==> src/rtl/d_cache_pkg.sv <==
package d_cache_pkg;

  // cache geometry
  localparam int addr_width   = 32;
  localparam int line_width   = 256;                 // one 32-byte line
  localparam int offset_width = 5;
  localparam int set_width    = 3;                   // 8 sets
  localparam int tag_width    = addr_width - set_width - offset_width;
  localparam int num_ways     = 4;
  localparam int way_width    = $clog2(num_ways);
  localparam int lru_width    = 3;                   // tree plru, one bit per node

  // one address word, seen raw or split into its fields
  typedef union packed {
    logic [addr_width-1:0] raw;
    struct packed {
      logic [tag_width-1:0]    tag;
      logic [set_width-1:0]    set;
      logic [offset_width-1:0] offset;
    } f;
  } d_cache_addr_u;

  // miss handling walks compare -> (write_back) -> fill -> compare
  typedef enum logic [1:0] {
    compare,
    write_back,
    fill
  } cache_state_e;

endpackage

==> src/rtl/d_cache_control.sv <==
`timescale 1ns/100ps

module d_cache_control
  import d_cache_pkg::*;
(
  input  logic                 clk,
  input  logic                 rst,
  input  logic                 pmem_resp,

  // from datapath
  input  logic                 stage_valid,
  input  logic                 stage_write,
  input  logic                 hit,
  input  logic [way_width-1:0] hit_way,
  input  logic [num_ways-1:0]  valid_bits,
  input  logic [num_ways-1:0]  dirty_bits,
  input  logic [lru_width-1:0] lru_bits,

  // strobes
  output logic                 mem_resp,
  output logic                 pmem_read,
  output logic                 pmem_write,

  // to datapath
  output logic                 load_stage,
  output logic                 cpu_write_en,
  output logic                 fill_en,
  output logic [way_width-1:0] victim_way,
  output logic                 write_back_sel,
  output logic                 lru_load,
  output logic [lru_width-1:0] lru_in
);

  cache_state_e state;
  cache_state_e next_state;
  logic         victim_dirty;

  // first invalid way, else follow the plru tree
  always_comb
  begin
    if (!valid_bits[0])
      victim_way = 2'd0;
    else if (!valid_bits[1])
      victim_way = 2'd1;
    else if (!valid_bits[2])
      victim_way = 2'd2;
    else if (!valid_bits[3])
      victim_way = 2'd3;
    else if (!lru_bits[2])
      victim_way = lru_bits[0] ? 2'd2 : 2'd3;
    else
      victim_way = lru_bits[1] ? 2'd0 : 2'd1;
  end

  assign victim_dirty = valid_bits[victim_way] && dirty_bits[victim_way];

  // point the tree away from the way just used
  always_comb
  begin
    case (hit_way)
      2'd0:    lru_in = {1'b0, 1'b0, lru_bits[0]};
      2'd1:    lru_in = {1'b0, 1'b1, lru_bits[0]};
      2'd2:    lru_in = {1'b1, lru_bits[1], 1'b0};
      default: lru_in = {1'b1, lru_bits[1], 1'b1};
    endcase
  end

  always_comb
  begin
    mem_resp       = 1'b0;
    pmem_read      = 1'b0;
    pmem_write     = 1'b0;
    load_stage     = 1'b0;
    cpu_write_en   = 1'b0;
    fill_en        = 1'b0;
    write_back_sel = 1'b0;
    lru_load       = 1'b0;
    case (state)
      compare:
      begin
        if (stage_valid && hit)
        begin
          mem_resp     = 1'b1;
          lru_load     = 1'b1;
          cpu_write_en = stage_write;
        end
        load_stage = !stage_valid || hit; // a miss stalls the stage
      end
      write_back:
      begin
        pmem_write     = 1'b1; // held until pmem_resp
        write_back_sel = 1'b1;
      end
      fill:
      begin
        pmem_read = 1'b1;
        fill_en   = pmem_resp;
      end
      default:
      begin
        load_stage = 1'b0;
      end
    endcase
  end

  always_comb
  begin
    next_state = state;
    case (state)
      compare:
      begin
        if (stage_valid && !hit)
          next_state = victim_dirty ? write_back : fill;
      end
      write_back:
      begin
        if (pmem_resp)
          next_state = fill;
      end
      fill:
      begin
        if (pmem_resp)
          next_state = compare; // repeat the compare, which now hits
      end
      default:
      begin
        next_state = compare;
      end
    endcase
  end

  always_ff @(posedge clk)
  begin
    if (rst)
      state <= compare;
    else
      state <= next_state;
  end

endmodule

==> config.mk <==
export PLATFORM = sky130hd
export DESIGN_NAME = d_cache_control
export DESIGN_NICKNAME = d
export VERILOG_FILES = /design/src/rtl/d_cache_pkg.sv /design/src/rtl/d_cache_control.sv
export SDC_FILE = /design/constraint.sdc
export NUM_CORES = 1
export LEC_CHECK = 0
export ABC_AREA = 1
export BUFFER_PORTS_ARGS = -buffer_cell sky130_fd_sc_hd__buf_2
export CORE_AREA = 5 5 42 44
export DETAILED_ROUTE_END_ITERATION = 8
export DIE_AREA = 0 0 47 49
export PLACE_DENSITY = 0.61
export REMOVE_ABC_BUFFERS = 1
export SYNTH_ARGS = -nofsm -noshare
export SYNTH_HDL_FRONTEND = slang
export SYNTH_SLANG_ARGS = --single-unit
==> constraint.sdc <==
create_clock -name clk -period 1.95 [get_ports clk]
set_clock_uncertainty 0.1 [all_clocks]
set_input_delay 0.39 -clock clk [delete_from_list [all_inputs] [get_ports clk]]
set_output_delay 0.39 -clock clk [all_outputs]
set_load 0.005 [all_outputs]
Yosys cells after proc, flatten, opt, wreduce, memory -nomap -nowiden

Index checks and enable logic that the tools add are counted.

Logic and storage cells: 43
Output and inout bits: 13
Bits in registers: 2
Input port bits: 19

Equal/unequal tests: 7
Mux-type cells: 25
Reductions and logical operators: 9
Magnitude comparators: 1

Operators by type and width:

| operator                                                              | number |
|---|---|
| 2-bit 2-to-1 mux                                                      | 9 |
| 1-bit 2-to-1 mux                                                      | 12 |
| 3-bit case mux with 3 select lines                                    | 1 |
| 2-bit inequality test, second input constant                          | 3 |
| 2-bit case mux with 3 select lines                                    | 1 |
| 1-bit binary-select mux with 2-bit select                             | 2 |
| 2-bit by 1-bit equality test with 1-bit output, second input constant | 2 |
| 2-bit equality test, second input constant                            | 2 |
| 2-bit logical NOT                                                     | 2 |
| 1-bit logical AND                                                     | 3 |
| 2-bit by 3-bit < comparator with 1-bit output, second input constant  | 1 |
| 3-bit AND reduction                                                   | 1 |
| 1-bit logical NOT                                                     | 2 |
| 1-bit logical OR                                                      | 1 |

Depth between registers and ports, before layout

Word-level depth: 12
Mapped depth: 10
Gate-level depth less buffers: 10

Worst setup path before layout

Ideal clock, no wire load.

Path kind: input -> output
From: in lru_bits[1]
To: out victim_way[0]
Arrival: 0.764 ns
Stages on the path: 7
Path slack: 0.696 ns
Path buffers: 0
Required time: 1.460 ns
Cell sequence: inv_1 -> nand2_1 -> nand3_1 -> nand2_1 -> nand2_1 -> nand2_1 -> inv_1

Cells in the longest elaborated chain, start to end: 6

Ends and longest elaborated chain:

| element            | line                  | RTL |
|---|---|---|
| start: declaration | d_cache_control.sv:17 | `input logic [lru_width-1:0] lru_bits,` |
| 1-bit 2-to-1 mux   | d_cache_control.sv:52 | `victim_way = lru_bits[1] ? 2'd0 : 2'd1;` |
| 2-bit 2-to-1 mux   | d_cache_control.sv:49 | `else if (!lru_bits[2])` |
| 2-bit 2-to-1 mux   | d_cache_control.sv:47 | `else if (!valid_bits[3])` |
| 2-bit 2-to-1 mux   | d_cache_control.sv:45 | `else if (!valid_bits[2])` |
| 2-bit 2-to-1 mux   | d_cache_control.sv:43 | `else if (!valid_bits[1])` |
| 2-bit 2-to-1 mux   | d_cache_control.sv:41 | `if (!valid_bits[0])` |
| end: declaration   | d_cache_control.sv:28 | `output logic [way_width-1:0] victim_way,` |

No other way between the ends.

Worst setup path after layout

From: reg state[1]
To: out cpu_write_en

Cells in the longest elaborated chain, start to end: 2

Ends and longest elaborated chain:

| element                  | line                   | RTL |
|---|---|---|
| start: declaration       | d_cache_control.sv:34  | `cache_state_e state;` |
| start signal: assignment | d_cache_control.sv:135 | `state <= compare;` |
| start signal: assignment | d_cache_control.sv:137 | `state <= next_state;` |
| 2-bit logical NOT        | d_cache_control.sv:78  | `case (state)` |
| 1-bit 2-to-1 mux         | d_cache_control.sv:78  |  |
| end: declaration         | d_cache_control.sv:26  | `output logic cpu_write_en,` |

No other way between the ends.

==> impl_results.md <==
- H-Tree Level Count: 1
- Routability-driven placement congestion ratio: 0.814
- Number of instances resized during post-cts repair: 0
- Global-route usage over all layers: 7.94%
- Flip-flop count of the largest register after layout: 2
- Row count: 14
- Worst hold slack: 243 ps
- Element type at the critical path end: output pin
- Final setup fails: 0
- DRT iter0 DRCs: 8
- Gate Count Post-Synth: 62
- Cells along the critical path: inv_2 -> nand2_1 -> nor3b_1 -> buf_2
- Overall overflow remaining after global route: 0
- Global-route wire length before repair: 1.36 mm
- Number of buffers added by the clock tree synthesis step: 3
- Non-filler cells in the finished layout: 109
- Number of distinct standard cells referenced by the synthesized netlist: 17
- Worst hold path cell count: 2
- Initial standard-cell utilization of the core: 22.1%
- Area of the mapped netlist: 310 µm²
- Startpoint of the worst hold path: rst
- Clk slew on worst S/H paths: 30 ps
- Quantity of hold-fixing buffers added after cts: 0
- Placed cell count: 106
- Type of the setup path with the least slack: flop to output pin
- Number of antenna violations at the first check in global routing: 0
- Final wirelength: 866 µm
- Final clock period utilization by the worst path: 76.2%
- Setup_tns: 0 ps
- Worst-Skew Late Latency: 220 ps
- Maximum number of pins on one net before global-route repair: 6
- Crit Reg-Reg Endpoint: state[1]
- Reg-to-reg setup timing slack: 800 ps
- Headroom to the max-slew limit: 89.1%
- Total of buffers placed on input and output ports: 31
- Fraction of the yosys area taken by sequential cells: 12.9%
- Number of cells on the worst reg-to-reg path: 8
- Vias/cell: 4.21
- Filler cell count in the final layout: 163
- Power per Cell Area: 476 nW/µm²
- Worst VDD drop: 0.000304 V
- Worst Path Required: 1460 ps
- IO Count: 32
- Fraction of final layout cells with drive strength greater than 1: 48.4%
- Overall via count from detail_route: 459
- Slowest cell on the critical path: sky130_fd_sc_hd__dfxtp_1
- Pre-Repair DR Iteration Count: 4
- Die width: 47 µm
- Worst-path fanout max: 4
- Most flops, register: state
- Path type of the worst min-delay path: input port to flop
- Max Cap Violations: 0
- Crit-path max cell delay: 300 ps
- Antenna-violating nets left: 0
- Total half-perimeter wirelength after legalization and detailed placement: 794 µm
- YS warnings: 0
- Pin slew with the least headroom to its limit: 164 ps
- # Post-CTS Setup Buffers: 0
- Worst EP arrival: 1000 ps
- Launching element type of the critical path: flop
- Area occupied by registers: 40.0 µm²
- Max-slew violation count: 0
- Status: finished, final reports clean
- RSZ-0062 raised after global routing: no
- Static leakage: 0.000337 µW
- Area enclosed by the die boundary: 2300 µm²
- Top achievable clock speed: 673 MHz
- Worst min-delay path endpoint: state[0]
- Die height: 49 µm
- Multi-input gate area in the final layout: 184 µm²
- Fin. Hold Viols: 0
- Biggest regs: state x2
- Root cell of the clock tree: sky130_fd_sc_hd__clkbuf_4
- Core region area: 1400 µm²
- Minimum period implied by the final worst setup slack: 1490 ps
- Clk buf depth: 2
- Startpoint of the worst-slack reg-to-reg timing path: state[0]
- Mean Syn Cell Area: 5.00 µm²
- Remaining DRCs: 0
- Average detailed-routed wire length per instance: 7.94 µm
- Number of sinks handled by clock tree synthesis: 2
- Number of nets in the layout: 114
- Clock tree from TritonCTS: yes
- Flip-flop and latch count after synthesis: 2
- Synth-to-Final Area Change: 57.7%
- Vias in the first global route: 379
- N_diodes: 0
metal layers:
layer  global-route usage [%]  wire, µm  share of wire [%]
met5                        0         0                  0
met4                     4.15         0                  0
met3                     5.17       158                 18
met2                     12.0       385                 44
met1                     8.08       323                 37
worst max path at each step:
stage	start	to	slack (ps)	depth (start not counted)
after floorplan	lru_bits[1]	victim_way[0]	700	7
final	state[1]	cpu_write_en	460	4
after detailed placement	lru_bits[0]	victim_way[0]	460	9
after CTS	state[0]	cpu_write_en	450	4
after global placement	lru_bits[0]	victim_way[0]	480	9
after global routing	state[0]	cpu_write_en	350	4
layout make-up:
cell class	count	area share, %
inverter	18	13.8
tap	16	4.09
sequential	2	8.18
multi-input combinational	39	37.6
clock buffer	3	4.60
timing repair buffer	31	31.7
report_power, final:
part	internal, µW	switching (µW)	leakage, µW
Sequential	44.6	1.86	0.0000163
Combinational	45.9	52.5	0.000307
Clock	67.6	20.4	0.0000138
Total	158	74.7	0.000337
logic make-up after synthesis:
| kind of cell | share of synthesized area, % |
|---|---|
| simple gates | 48.4 |
| flops | 12.9 |
| compound gates | 10.9 |
| buf+inv | 27.8 |
critical path, delay by kind of cell (launching register included):
kind,cells,cell delay [ps]
AND/OR/NAND/NOR,2,280
flip-flops,1,300
buffers and inverters,2,200
layout by cell type, fill, tap and decap left out:
master,count
sky130_fd_sc_hd__nor2_2,1
sky130_fd_sc_hd__nor2_1,5
sky130_fd_sc_hd__inv_2,7
sky130_fd_sc_hd__nand2_2,2
sky130_fd_sc_hd__inv_1,11
sky130_fd_sc_hd__clkbuf_4,3
sky130_fd_sc_hd__a21oi_2,1
sky130_fd_sc_hd__nand4_1,1
sky130_fd_sc_hd__nand2_1,15
sky130_fd_sc_hd__o21ai_1,1
sky130_fd_sc_hd__o21ai_0,1
sky130_fd_sc_hd__nand3_1,7
sky130_fd_sc_hd__nand3b_1,1
sky130_fd_sc_hd__nor3b_1,1
sky130_fd_sc_hd__dfxtp_1,2
sky130_fd_sc_hd__a21oi_1,3
sky130_fd_sc_hd__buf_2,31
metrics by stage:
step / power [µW] / setup WS (ps) / instance area (µm²) / utilization (%)
floorplan: 99.3 / 696 / 292 / -
global placement: 146 / 483 / 467 / 33.3
detailed placement: 147 / 463 / 467 / 33.3
CTS: 238 / 450 / 489 / 34.9
global route: 263 / 347 / 489 / 34.9
finish: 233 / 464 / 489 / 34.9
synth_stat cells, drive strengths merged:
| master | n | area [µm²] |
|---|---|---|
| a21oi | 4 | 23.8 |
| buf | 2 | 15.0 |
| clkbuf | 1 | 3.75 |
| dfxtp | 2 | 40.0 |
| inv | 18 | 67.6 |
| nand2 | 17 | 68.8 |
| nand3 | 7 | 35.0 |
| nand3b | 1 | 7.51 |
| nand4 | 1 | 6.26 |
| nor2 | 6 | 25.0 |
| nor3b | 1 | 7.51 |
| o21ai | 2 | 10.0 |
(Power assumes the default switching activity.)
